File: config.mk
export PLATFORM = sky130hd
export DESIGN_NAME = npc_core
export DESIGN_NICKNAME = d
export VERILOG_FILES = /design/src/verilog/npc_pkg.sv /design/src/verilog/npc_gpr.sv /design/src/verilog/npc_ifu.sv /design/src/verilog/npc_idu.sv /design/src/verilog/npc_exu.sv /design/src/verilog/npc_wbu.sv /design/src/verilog/npc_core.sv
export SDC_FILE = /design/constraint.sdc
export NUM_CORES = 2
export LEC_CHECK = 0
export ABC_CLOCK_PERIOD_IN_PS = 82100
export BUFFER_PORTS_ARGS = -buffer_cell sky130_fd_sc_hd__buf_2
export CAP_MARGIN = 40
export CORE_ASPECT_RATIO = 1.5
export CORE_UTILIZATION = 30
export DETAILED_ROUTE_END_ITERATION = 10
export PLACE_DENSITY_LB_ADDON = 0.1
export REMOVE_ABC_BUFFERS = 1
export SETUP_SLACK_MARGIN = 0.02
export SLEW_MARGIN = 30
export SYNTH_ARGS = -nofsm -noshare
export SYNTH_HDL_FRONTEND = slang
export SYNTH_SLANG_ARGS = --single-unit
File: constraint.sdc
create_clock -name clk -period 82.1 [get_ports clk]
set_input_delay 8.21 -clock clk [delete_from_list [all_inputs] [get_ports clk]]
set_output_delay 8.21 -clock clk [all_outputs]
set_load 0.02 [all_outputs]
File: src/verilog/npc_pkg.sv
// shared widths, operation enums and stage payload structs for the npc core and its testbench
package npc_pkg;

	// ******************************************************************
	// widths and addresses
	// ******************************************************************

	localparam int XLEN = 64;
	// register index width, 32 integer registers
	localparam int GPR_AW = 5;
	localparam logic [XLEN-1:0] RESET_PC = 64'h8000_0000;

	// major opcodes of the supported subset
	localparam logic [6:0] OPC_OP     = 7'b0110011;
	localparam logic [6:0] OPC_OP_IMM = 7'b0010011;
	localparam logic [6:0] OPC_LUI    = 7'b0110111;
	localparam logic [6:0] OPC_AUIPC  = 7'b0010111;
	localparam logic [6:0] OPC_JAL    = 7'b1101111;
	localparam logic [6:0] OPC_JALR   = 7'b1100111;
	localparam logic [6:0] OPC_BRANCH = 7'b1100011;

	// ******************************************************************
	// operations
	// ******************************************************************

	// one entry per decoded instruction, op_nop for anything unknown
	typedef enum logic [4:0] {
		op_add, op_sub, op_and, op_or, op_xor,
		op_slt, op_sltu, op_sll, op_srl, op_sra,
		op_addi, op_andi, op_ori, op_xori,
		op_slti, op_sltiu, op_slli, op_srli, op_srai,
		op_beq, op_bne, op_blt, op_bge, op_bltu, op_bgeu,
		op_lui, op_auipc, op_jal, op_jalr,
		op_nop
	} inst_op_e;

	// alu functions, pass_b forwards operand b (lui)
	typedef enum logic [3:0] {
		alu_add, alu_sub, alu_and, alu_or, alu_xor,
		alu_slt, alu_sltu, alu_sll, alu_srl, alu_sra,
		alu_pass_b
	} alu_op_e;

	// ******************************************************************
	// stage payloads
	// ******************************************************************

	// fetch to decode, qualified by valid_if_id
	typedef struct packed {
		logic [XLEN-1:0] pc;
		logic [31:0]     inst;
	} fetch_s;

	// decode to execute
	typedef struct packed {
		logic              valid;
		logic [XLEN-1:0]   pc;
		inst_op_e          op;
		alu_op_e           alu;
		logic [XLEN-1:0]   opa;
		logic [XLEN-1:0]   opb;
		// rs2 value, branch compare only
		logic [XLEN-1:0]   src2;
		logic [XLEN-1:0]   imm;
		logic [GPR_AW-1:0] rd;
		logic              wen;
	} issue_s;

	// execute back to fetch and decode
	typedef struct packed {
		logic            valid;
		logic [XLEN-1:0] target;
	} redirect_s;

	// execute to writeback
	typedef struct packed {
		logic              valid;
		logic [XLEN-1:0]   pc;
		logic [GPR_AW-1:0] rd;
		logic              wen;
		logic [XLEN-1:0]   value;
	} result_s;

	// one per retired instruction, wen low for rd x0
	typedef struct packed {
		logic              valid;
		logic [XLEN-1:0]   pc;
		logic [GPR_AW-1:0] rd;
		logic              wen;
		logic [XLEN-1:0]   value;
	} commit_s;

endpackage

File: src/verilog/npc_gpr.sv
// integer register file: x0 reads zero, one write port, two asynchronous read ports
`timescale 1ns/1ps

module npc_gpr (
	input  logic                       clk,
	input  logic                       wen,
	input  logic [npc_pkg::GPR_AW-1:0] waddr,
	input  logic [npc_pkg::XLEN-1:0]   wdata,
	input  logic [npc_pkg::GPR_AW-1:0] raddr1,
	input  logic [npc_pkg::GPR_AW-1:0] raddr2,
	output logic [npc_pkg::XLEN-1:0]   rdata1,
	output logic [npc_pkg::XLEN-1:0]   rdata2
);
	import npc_pkg::*;

	// x1 to x31, no storage for x0
	logic [XLEN-1:0] regs [1:31];

	always_ff @(posedge clk) begin
		if (wen && waddr != '0)
			regs[waddr] <= wdata;
	end

	// reads see the old value in the write cycle
	assign rdata1 = (raddr1 == '0) ? '0 : regs[raddr1];
	assign rdata2 = (raddr2 == '0) ? '0 : regs[raddr2];

endmodule

File: src/verilog/npc_ifu.sv
// fetch stage: pc register, instruction memory address and the fetch to decode register
`timescale 1ns/1ps

module npc_ifu (
	input  logic                     clk,
	input  logic                     rst,
	input  npc_pkg::redirect_s       redirect,
	input  logic                     ready_if_id,
	input  logic [31:0]              imem_data,
	output logic [npc_pkg::XLEN-1:0] imem_addr,
	output logic                     valid_if_id,
	output npc_pkg::fetch_s          fetch
);
	import npc_pkg::*;

	logic [XLEN-1:0] pc;
	// stage empty or being taken by decode
	logic            advance;

	assign advance = !valid_if_id || ready_if_id;
	// memory answers in the same cycle
	assign imem_addr = pc;

	// pc and stage valid
	always_ff @(posedge clk) begin
		if (rst) begin
			pc <= RESET_PC;
			valid_if_id <= 1'b0;
		end else if (redirect.valid) begin
			// held instruction is wrong path
			pc <= redirect.target;
			valid_if_id <= 1'b0;
		end else if (advance) begin
			pc <= pc + XLEN'(4);
			valid_if_id <= 1'b1;
		end
	end

	// payload, no reset
	always_ff @(posedge clk) begin
		if (!redirect.valid && advance) begin
			fetch.pc <= pc;
			fetch.inst <= imem_data;
		end
	end

	// decode stall must freeze the offered instruction
	a_fetch_hold : assert property (@(posedge clk) disable iff (rst)
		valid_if_id && !ready_if_id && !redirect.valid |=> valid_if_id && $stable(fetch))
		else $error("fetch payload changed while stalled");

endmodule

File: src/verilog/npc_idu.sv
// decode stage: instruction decode, operand select, scoreboard stall and the issue register
`timescale 1ns/1ps

module npc_idu (
	input  logic                       clk,
	input  logic                       rst,
	input  logic                       valid_if_id,
	input  npc_pkg::fetch_s            fetch,
	input  npc_pkg::redirect_s         redirect,
	input  logic [npc_pkg::XLEN-1:0]   rs1_data,
	input  logic [npc_pkg::XLEN-1:0]   rs2_data,
	input  logic [31:0]                busy,
	output logic                       ready_if_id,
	output logic [npc_pkg::GPR_AW-1:0] rs1_addr,
	output logic [npc_pkg::GPR_AW-1:0] rs2_addr,
	output npc_pkg::issue_s            issue
);
	import npc_pkg::*;

	logic [31:0]       inst;
	logic [6:0]        opcode;
	logic [2:0]        funct3;
	logic [6:0]        funct7;
	logic [GPR_AW-1:0] rd;
	logic [XLEN-1:0]   imm_i;
	logic [XLEN-1:0]   imm_u;
	logic [XLEN-1:0]   imm_j;
	logic [XLEN-1:0]   imm_b;
	inst_op_e          dec_op;
	alu_op_e           dec_alu;
	logic [XLEN-1:0]   dec_opa;
	logic [XLEN-1:0]   dec_opb;
	logic [XLEN-1:0]   dec_imm;
	logic              dec_wr;
	logic              use_rs1;
	logic              use_rs2;
	logic              wen;
	logic [31:0]       busy_eff;
	logic              stall;
	logic              fire;

	// ******************************************************************
	// fields and immediates
	// ******************************************************************

	assign inst = fetch.inst;
	assign opcode = inst[6:0];
	assign funct3 = inst[14:12];
	assign funct7 = inst[31:25];
	assign rd = inst[11:7];
	assign rs1_addr = inst[19:15];
	assign rs2_addr = inst[24:20];

	assign imm_i = {{(XLEN-12){inst[31]}}, inst[31:20]};
	assign imm_u = {{(XLEN-32){inst[31]}}, inst[31:12], 12'b0};
	assign imm_j = {{(XLEN-21){inst[31]}}, inst[31], inst[19:12], inst[20], inst[30:21], 1'b0};
	assign imm_b = {{(XLEN-13){inst[31]}}, inst[31], inst[7], inst[30:25], inst[11:8], 1'b0};

	// opcode and funct fields to an operation
	always_comb begin
		dec_op = op_nop;
		case (opcode)
			OPC_OP: begin
				case ({funct7, funct3})
					10'b0000000_000: dec_op = op_add;
					10'b0100000_000: dec_op = op_sub;
					10'b0000000_001: dec_op = op_sll;
					10'b0000000_010: dec_op = op_slt;
					10'b0000000_011: dec_op = op_sltu;
					10'b0000000_100: dec_op = op_xor;
					10'b0000000_101: dec_op = op_srl;
					10'b0100000_101: dec_op = op_sra;
					10'b0000000_110: dec_op = op_or;
					10'b0000000_111: dec_op = op_and;
					default: dec_op = op_nop;
				endcase
			end
			OPC_OP_IMM: begin
				case (funct3)
					3'b000: dec_op = op_addi;
					3'b010: dec_op = op_slti;
					3'b011: dec_op = op_sltiu;
					3'b100: dec_op = op_xori;
					3'b110: dec_op = op_ori;
					3'b111: dec_op = op_andi;
					// rv64 shamt is six bits, funct6 above it
					3'b001: dec_op = (inst[31:26] == 6'b000000) ? op_slli : op_nop;
					3'b101: begin
						if (inst[31:26] == 6'b000000)
							dec_op = op_srli;
						else if (inst[31:26] == 6'b010000)
							dec_op = op_srai;
					end
					default: dec_op = op_nop;
				endcase
			end
			OPC_LUI: dec_op = op_lui;
			OPC_AUIPC: dec_op = op_auipc;
			OPC_JAL: dec_op = op_jal;
			OPC_JALR: dec_op = (funct3 == 3'b000) ? op_jalr : op_nop;
			OPC_BRANCH: begin
				case (funct3)
					3'b000: dec_op = op_beq;
					3'b001: dec_op = op_bne;
					3'b100: dec_op = op_blt;
					3'b101: dec_op = op_bge;
					3'b110: dec_op = op_bltu;
					3'b111: dec_op = op_bgeu;
					default: dec_op = op_nop;
				endcase
			end
			default: dec_op = op_nop;
		endcase
	end

	// ******************************************************************
	// operands and alu function
	// ******************************************************************

	always_comb begin
		dec_opa = rs1_data;
		dec_opb = imm_i;
		dec_imm = imm_i;
		dec_wr = 1'b0;
		use_rs1 = 1'b0;
		use_rs2 = 1'b0;
		case (dec_op)
			op_add, op_sub, op_and, op_or, op_xor,
			op_slt, op_sltu, op_sll, op_srl, op_sra: begin
				dec_opb = rs2_data;
				dec_wr = 1'b1;
				use_rs1 = 1'b1;
				use_rs2 = 1'b1;
			end
			op_addi, op_andi, op_ori, op_xori, op_slti,
			op_sltiu, op_slli, op_srli, op_srai, op_jalr: begin
				dec_wr = 1'b1;
				use_rs1 = 1'b1;
			end
			op_lui: begin
				dec_opb = imm_u;
				dec_wr = 1'b1;
			end
			op_auipc: begin
				dec_opa = fetch.pc;
				dec_opb = imm_u;
				dec_wr = 1'b1;
			end
			op_jal: begin
				// alu forms the target, link made in execute
				dec_opa = fetch.pc;
				dec_opb = imm_j;
				dec_imm = imm_j;
				dec_wr = 1'b1;
			end
			op_beq, op_bne, op_blt, op_bge, op_bltu, op_bgeu: begin
				dec_imm = imm_b;
				use_rs1 = 1'b1;
				use_rs2 = 1'b1;
			end
			default: dec_wr = 1'b0;
		endcase
	end

	always_comb begin
		case (dec_op)
			op_sub: dec_alu = alu_sub;
			op_and, op_andi: dec_alu = alu_and;
			op_or, op_ori: dec_alu = alu_or;
			op_xor, op_xori: dec_alu = alu_xor;
			op_slt, op_slti: dec_alu = alu_slt;
			op_sltu, op_sltiu: dec_alu = alu_sltu;
			op_sll, op_slli: dec_alu = alu_sll;
			op_srl, op_srli: dec_alu = alu_srl;
			op_sra, op_srai: dec_alu = alu_sra;
			op_lui: dec_alu = alu_pass_b;
			default: dec_alu = alu_add;
		endcase
	end

	// ******************************************************************
	// scoreboard stall and issue
	// ******************************************************************

	// x0 never waits
	assign busy_eff = {busy[31:1], 1'b0};
	assign wen = dec_wr && (rd != '0);
	// raw on sources, waw on rd
	assign stall = valid_if_id && ((use_rs1 && busy_eff[rs1_addr])
		|| (use_rs2 && busy_eff[rs2_addr]) || (wen && busy_eff[rd]));
	assign ready_if_id = !stall;
	assign fire = valid_if_id && !stall && !redirect.valid;

	always_ff @(posedge clk) begin
		if (rst) begin
			issue.valid <= 1'b0;
		end else begin
			// bubble on stall or redirect
			issue.valid <= fire;
			if (fire) begin
				issue.pc <= fetch.pc;
				issue.op <= dec_op;
				issue.alu <= dec_alu;
				issue.opa <= dec_opa;
				issue.opb <= dec_opb;
				issue.src2 <= rs2_data;
				issue.imm <= dec_imm;
				issue.rd <= rd;
				issue.wen <= wen;
			end
		end
	end

	// writeback relies on this to keep x0 out of the scoreboard
	a_no_x0_wen : assert property (@(posedge clk) disable iff (rst)
		issue.valid |-> !(issue.wen && issue.rd == '0))
		else $error("issue writes x0");

endmodule

File: src/verilog/npc_exu.sv
// execute stage: alu, branch compare, jump targets, redirect and the result register
`timescale 1ns/1ps

module npc_exu (
	input  logic               clk,
	input  logic               rst,
	input  npc_pkg::issue_s    issue,
	output npc_pkg::redirect_s redirect,
	output npc_pkg::result_s   result
);
	import npc_pkg::*;

	logic [XLEN-1:0] alu_out;
	logic [XLEN-1:0] link;
	logic [XLEN-1:0] target;
	logic            taken;
	logic            jump;

	// ******************************************************************
	// alu
	// ******************************************************************

	always_comb begin
		case (issue.alu)
			alu_add: alu_out = issue.opa + issue.opb;
			alu_sub: alu_out = issue.opa - issue.opb;
			alu_and: alu_out = issue.opa & issue.opb;
			alu_or: alu_out = issue.opa | issue.opb;
			alu_xor: alu_out = issue.opa ^ issue.opb;
			alu_slt: alu_out = XLEN'($signed(issue.opa) < $signed(issue.opb));
			alu_sltu: alu_out = XLEN'(issue.opa < issue.opb);
			// six bit shift amount
			alu_sll: alu_out = issue.opa << issue.opb[5:0];
			alu_srl: alu_out = issue.opa >> issue.opb[5:0];
			alu_sra: alu_out = $signed(issue.opa) >>> issue.opb[5:0];
			alu_pass_b: alu_out = issue.opb;
			default: alu_out = issue.opa + issue.opb;
		endcase
	end

	// ******************************************************************
	// control transfer
	// ******************************************************************

	// branch condition on rs1 and rs2
	always_comb begin
		case (issue.op)
			op_beq: taken = issue.opa == issue.src2;
			op_bne: taken = issue.opa != issue.src2;
			op_blt: taken = $signed(issue.opa) < $signed(issue.src2);
			op_bge: taken = $signed(issue.opa) >= $signed(issue.src2);
			op_bltu: taken = issue.opa < issue.src2;
			op_bgeu: taken = issue.opa >= issue.src2;
			default: taken = 1'b0;
		endcase
	end

	assign jump = (issue.op == op_jal) || (issue.op == op_jalr);
	assign link = issue.pc + XLEN'(4);

	always_comb begin
		if (issue.op == op_jalr)
			// low bit of the jalr sum is dropped
			target = {alu_out[XLEN-1:1], 1'b0};
		else if (issue.op == op_jal)
			target = alu_out;
		else
			target = issue.pc + issue.imm;
	end

	// same cycle, fetch and decode flush on it
	assign redirect = '{valid: issue.valid && (taken || jump), target: target};

	// result register
	always_ff @(posedge clk) begin
		if (rst) begin
			result.valid <= 1'b0;
		end else begin
			result.valid <= issue.valid;
			if (issue.valid) begin
				result.pc <= issue.pc;
				result.rd <= issue.rd;
				result.wen <= issue.wen;
				result.value <= jump ? link : alu_out;
			end
		end
	end

	// a redirect comes from a live instruction and decode bubbles behind it
	a_redirect_flush : assert property (@(posedge clk) disable iff (rst)
		redirect.valid |-> issue.valid ##1 !issue.valid)
		else $error("redirect without flush of the next issue");

endmodule

File: src/verilog/npc_wbu.sv
// writeback stage: commit report, register file write and the register busy scoreboard
`timescale 1ns/1ps

module npc_wbu (
	input  logic                       clk,
	input  logic                       rst,
	input  npc_pkg::result_s           result,
	input  logic                       issue_valid,
	input  logic [npc_pkg::GPR_AW-1:0] issue_rd,
	input  logic                       issue_wen,
	input  logic [npc_pkg::GPR_AW-1:0] rs1_addr,
	input  logic [npc_pkg::GPR_AW-1:0] rs2_addr,
	output logic [npc_pkg::XLEN-1:0]   rs1_data,
	output logic [npc_pkg::XLEN-1:0]   rs2_data,
	output logic [31:0]                busy,
	output npc_pkg::commit_s           commit
);
	import npc_pkg::*;

	logic        gpr_wen;
	logic [31:0] busy_q;
	logic [31:0] set_mask;
	logic [31:0] clr_mask;

	// retire what execute registered last cycle
	assign commit = '{valid: result.valid, pc: result.pc, rd: result.rd,
		wen: result.wen, value: result.value};
	assign gpr_wen = result.valid && result.wen;

	npc_gpr u_npc_gpr (
		.clk    (clk),
		.wen    (gpr_wen),
		.waddr  (result.rd),
		.wdata  (result.value),
		.raddr1 (rs1_addr),
		.raddr2 (rs2_addr),
		.rdata1 (rs1_data),
		.rdata2 (rs2_data)
	);

	// ******************************************************************
	// scoreboard
	// ******************************************************************

	// set by the instruction now in execute, cleared by the write
	assign set_mask = (issue_valid && issue_wen) ? (32'b1 << issue_rd) : '0;
	assign clr_mask = gpr_wen ? (32'b1 << result.rd) : '0;

	always_ff @(posedge clk) begin
		if (rst)
			busy_q <= '0;
		else
			busy_q <= (busy_q & ~clr_mask) | set_mask;
	end

	// the producer in execute already blocks its consumers
	assign busy = busy_q | set_mask;

	a_commit_was_busy : assert property (@(posedge clk) disable iff (rst)
		commit.valid && commit.wen |-> busy_q[commit.rd])
		else $error("commit to a register not marked busy");

endmodule

File: src/verilog/npc_core.sv
// core top: connects fetch, decode, execute and writeback to the imem and commit ports
`timescale 1ns/1ps

module npc_core (
	input  logic                     clk,
	input  logic                     rst,
	input  logic [31:0]              imem_data,
	output logic [npc_pkg::XLEN-1:0] imem_addr,
	output npc_pkg::commit_s         commit
);
	import npc_pkg::*;

	// ******************************************************************
	// stage links
	// ******************************************************************

	logic              valid_if_id;
	logic              ready_if_id;
	fetch_s            fetch;
	issue_s            issue;
	redirect_s         redirect;
	result_s           result;
	// register file read and scoreboard, owned by writeback
	logic [GPR_AW-1:0] rs1_addr;
	logic [GPR_AW-1:0] rs2_addr;
	logic [XLEN-1:0]   rs1_data;
	logic [XLEN-1:0]   rs2_data;
	logic [31:0]       busy;

	npc_ifu u_npc_ifu (
		.clk         (clk),
		.rst         (rst),
		.redirect    (redirect),
		.ready_if_id (ready_if_id),
		.imem_data   (imem_data),
		.imem_addr   (imem_addr),
		.valid_if_id (valid_if_id),
		.fetch       (fetch)
	);

	npc_idu u_npc_idu (
		.clk         (clk),
		.rst         (rst),
		.valid_if_id (valid_if_id),
		.fetch       (fetch),
		.redirect    (redirect),
		.rs1_data    (rs1_data),
		.rs2_data    (rs2_data),
		.busy        (busy),
		.ready_if_id (ready_if_id),
		.rs1_addr    (rs1_addr),
		.rs2_addr    (rs2_addr),
		.issue       (issue)
	);

	npc_exu u_npc_exu (
		.clk      (clk),
		.rst      (rst),
		.issue    (issue),
		.redirect (redirect),
		.result   (result)
	);

	npc_wbu u_npc_wbu (
		.clk         (clk),
		.rst         (rst),
		.result      (result),
		.issue_valid (issue.valid),
		.issue_rd    (issue.rd),
		.issue_wen   (issue.wen),
		.rs1_addr    (rs1_addr),
		.rs2_addr    (rs2_addr),
		.rs1_data    (rs1_data),
		.rs2_data    (rs2_data),
		.busy        (busy),
		.commit      (commit)
	);

endmodule

==> impl_metrics.toml <==
[outcome]
run_status = "finished, final reports clean"

[setup_path]
crit_arrival_ns = 12.62
cp.required_ns = 82.67
type_of_origin_of_the_critical_path = "input port"
reg2reg_slack_ns = 73.73
cp-end-kind = "register"
cp_max_fo = 50
worst-setup-path-type = "in2reg"

[placed_design]
detailed_place.area_um2 = 153000
io_buffers = 232
dp_hpwl_mm = 438
place_congestion = 0.991
dpl_cells = 16055

[finish]
area_growth_syn_to_layout_pct = 14.4
filler_cell_count = 45582
sequential_cell_area_um2 = 77500
postLayoutCellArea_um2 = 163000
utilization_pct = 34.5
multiInputGateArea_um2 = 61800
layout.nets = 10515
share_of_post_route_cells_with_drive_strength_above_1_pct = 25.2
stdcell_count = 16604

[power]
power_per_cell_area_nw_per_um2 = 25.5
power_leakage_nw = 54.5
clock_network_fraction_of_total_power_pct = 32.4
power.share.combinational_pct = 29.0
power_report.internal_total_mw = 2.75
ir_worst_vdd_v = 0.0000170
netSwitchingFraction_pct = 34.1
share_seq_of_total_power_pct = 38.7
power.net_switching_mw = 1.42

[cts]
cts_inserted_buffers = 290
tritoncts = "done"
post_cts_buffers = 0
clock_sinks = 2614
cts_hold_buffers = 0
library_cell_used_as_clock_root_buffer = "sky130_fd_sc_hd__clkbuf_16"
clk_pin_slew_worst_paths_ns = 0.06
post_cts_resized = 0
cts_buffer_depth = 4
clock_latency_ns = 0.99
htree_num_levels = 5

[sta]
worst_pin_slew_ns = 1.08
final.setup_skew_ns = 0.0665
fmaxAchievable_mhz = 83.0
fin_tns_setup_ns = 0
hold_violations = 0
min_clock_period_post_route_ns = 12.05
grt_setup_unrepaired = "false"
final_max_slew_viol_count = 0
timing.final.setup_violations = 0
max-slew-margin-rel_pct = 27.7
period_share_pct = 14.7

[synth]
yosysWarnings = 0
syn-instance-count = 9875
synth_enable_flop_cells = 2506
synth_top_area_cell = "sky130_fd_sc_hd__edfxtp_1"
synth-async-reset-ratio_pct = 0
share_of_the_synthesized_area_in_the_top_cell_type_pct = 52.7
dominantRegCellSynth = "sky130_fd_sc_hd__edfxtp_1"
avg_inst_size_synth_um2 = 14.5
seq_area_frac_synth_pct = 54.3
synth.top_cells.by_area = "sky130_fd_sc_hd__edfxtp_1 (53%), sky130_fd_sc_hd__mux4_2 (20%), sky130_fd_sc_hd__ha_1 (2.9%), sky130_fd_sc_hd__mux2i_1 (2.7%), sky130_fd_sc_hd__a21oi_1 (2.2%)"
synth_area_um2 = 143000
postSynthRegisterBits = 2614
yosys.cell_types.count = 104

[worst_hold_path]
hold_path.class = "reg2reg"

[drt]
detail_route.iter0.violations = 10249
vias_per_cell = 5.90
route.detailed.wl_per_inst_um = 38.2
via_count = 97924
drt_first_pass_iters = 8
drc_errors = 0
antenna_left = 0
routed_wl_mm = 634

[die]
die-area_um2 = 478000
die-height_um = 847
i_o_pins = 233
core.rowCount = 309
start_util_pct = 30.2
die_span_x_um = 565
core_area_um2 = 473000

[global_routing]
grt_overflow = 0
met1_usage_pct = 31.8
top_usage_layer_grt = "met2"
grt.met2_usage_pct = 45.8
grt_first_pass_wirelength_mm = 860
grt.total_usage_pct = 26.1
grt_pass1_vias = 99208
gr-usage-met3_pct = 3.82
initial_antenna_violation_count = 43
largest_net_degree_at_the_start_of_global_routing = 136

[flow_run]
drv.max_cap_violation_count = 0
-- Yosys cell counts, types with 108 or more instances --
cell                       number
sky130_fd_sc_hd__nand3_1      117
sky130_fd_sc_hd__mux2i_1      384
sky130_fd_sc_hd__mux4_2      1289
sky130_fd_sc_hd__nor2_1       755
sky130_fd_sc_hd__xnor2_1      119
sky130_fd_sc_hd__a21o_1       115
sky130_fd_sc_hd__nor3_1       134
sky130_fd_sc_hd__a21oi_1      630
sky130_fd_sc_hd__buf_1        174
sky130_fd_sc_hd__edfxtp_1    2506
sky130_fd_sc_hd__inv_1        335
sky130_fd_sc_hd__ha_1         327
sky130_fd_sc_hd__o21ai_0      323
sky130_fd_sc_hd__clkbuf_1     471
sky130_fd_sc_hd__dfxtp_1      108
sky130_fd_sc_hd__nand2_1      603
-- worst max-delay path, cell delays in order --
cell and delay, ns:
sky130_fd_sc_hd__buf_2 0.15, sky130_fd_sc_hd__inv_1 0.20, sky130_fd_sc_hd__buf_4 0.41, sky130_fd_sc_hd__nand2_2 0.08
sky130_fd_sc_hd__buf_4 0.25, sky130_fd_sc_hd__inv_1 0.15, sky130_fd_sc_hd__nand2_1 0.11, sky130_fd_sc_hd__nor4_2 0.22
sky130_fd_sc_hd__buf_4 0.59, sky130_fd_sc_hd__buf_4 0.45, sky130_fd_sc_hd__buf_16 0.28, sky130_fd_sc_hd__buf_4 0.36
sky130_fd_sc_hd__buf_16 0.29, sky130_fd_sc_hd__buf_4 0.65
-- routing by layer --
metal | up-vias | wire (um) | part of all wire (%)
met5 | - | 74 | 0.012
met4 | 10 | 32200 | 5.1
met3 | 939 | 34700 | 5.5
met2 | 3700 | 320000 | 51
met1 | 52825 | 247000 | 39
li1 | 40450 | - | -
-- worst paths after layout --
check | startpoint | endpoint | depth (start not counted)
worst max register to register | u_npc_idu.issue[251] | u_npc_idu.issue[173] | 21
worst min-delay path | u_npc_ifu.fetch[59] | u_npc_idu.issue[298] | 0
worst min register to register | u_npc_ifu.fetch[59] | u_npc_idu.issue[298] | 0
worst max-delay path | rst | u_npc_idu.issue[173] | 14
-- layout by cell type (no fill, tap or decap), types with 56 or more instances in the layout --
master                      instances
sky130_fd_sc_hd__a211oi_1          78
sky130_fd_sc_hd__a21o_1           115
sky130_fd_sc_hd__a21oi_1          627
sky130_fd_sc_hd__a22oi_1           61
sky130_fd_sc_hd__buf_2            246
sky130_fd_sc_hd__buf_4            347
sky130_fd_sc_hd__clkbuf_16        294
sky130_fd_sc_hd__dfxtp_1           98
sky130_fd_sc_hd__edfxtp_1        2506
sky130_fd_sc_hd__ha_1             326
sky130_fd_sc_hd__inv_1            332
sky130_fd_sc_hd__mux2_2            61
sky130_fd_sc_hd__mux2i_1          377
sky130_fd_sc_hd__mux4_2          1289
sky130_fd_sc_hd__nand2_1          599
sky130_fd_sc_hd__nand3_1          115
sky130_fd_sc_hd__nand4_1           72
sky130_fd_sc_hd__nor2_1           726
sky130_fd_sc_hd__nor3_1           123
sky130_fd_sc_hd__o211ai_1          66
sky130_fd_sc_hd__o21ai_0          312
sky130_fd_sc_hd__o22ai_1           56
sky130_fd_sc_hd__o31ai_1           94
sky130_fd_sc_hd__xnor2_1          118
sky130_fd_sc_hd__xor2_1            67
-- area by class of cell --
class / count / share of cell area [%]
flip-flops and latches: 2614 / 47.4
clock inverters: 158 / 1.12
inverters: 337 / 0.780
diodes: 10 / 0.0153
clock buffers: 357 / 4.71
well taps: 6220 / 4.77
multi-input cells: 6225 / 37.9
repair buffers: 683 / 3.32
-- registers in the layout (all words and copies together) (netlist names), named ones only --
name	count
u_npc_ifu.valid_if_id	1
u_npc_idu.issue	293
u_npc_wbu.u_npc_gpr.regs	1984
u_npc_ifu.fetch	96
u_npc_exu.result	135
u_npc_ifu.imem_addr	64
u_npc_wbu.busy_q	31
-- per-stage QoR --
step	power, mW	setup slack (ns)	hold slack (ns)
5_1_grt	4.30	69.89	0.453
4_1_cts	4.19	70.12	0.447
3_5_place_dp	2.84	69.09	0.434
6_report	4.16	70.05	0.445
3_3_place_gp	2.82	68.64	0.431
2_1_floorplan	2.66	43.71	0.426
-- power groups by stage --
| stage | registers [mW] | clock network [mW] | logic (mW) |
|---|---|---|---|
| after floorplan | 1.71 | 0 | 0.950 |
| after global placement | 1.64 | 0 | 1.18 |
| after detailed placement | 1.64 | 0 | 1.20 |
| after CTS | 1.61 | 1.38 | 1.20 |
| after global routing | 1.61 | 1.42 | 1.26 |
| final | 1.61 | 1.35 | 1.21 |
-- kinds of logic (layout without fill, tap and decap cells) --
family / count (synthesis) / count (layout) / share of synthesized area, %
muxes: 1734 / 1734 / 23.5
xor gates and xnor gates: 186 / 186 / 1.14
adders and majority gates: 330 / 330 / 2.91
buffers and inverters: 1036 / 1535 / 2.79
and+or+nand+nor: 2033 / 2033 / 6.50
other: 0 / 10 / 0
DFF: 2614 / 2614 / 54.3
AOI/OAI and AO/OA: 1942 / 1942 / 8.88
No activity file was read; power rests on OpenSTA's default activity.
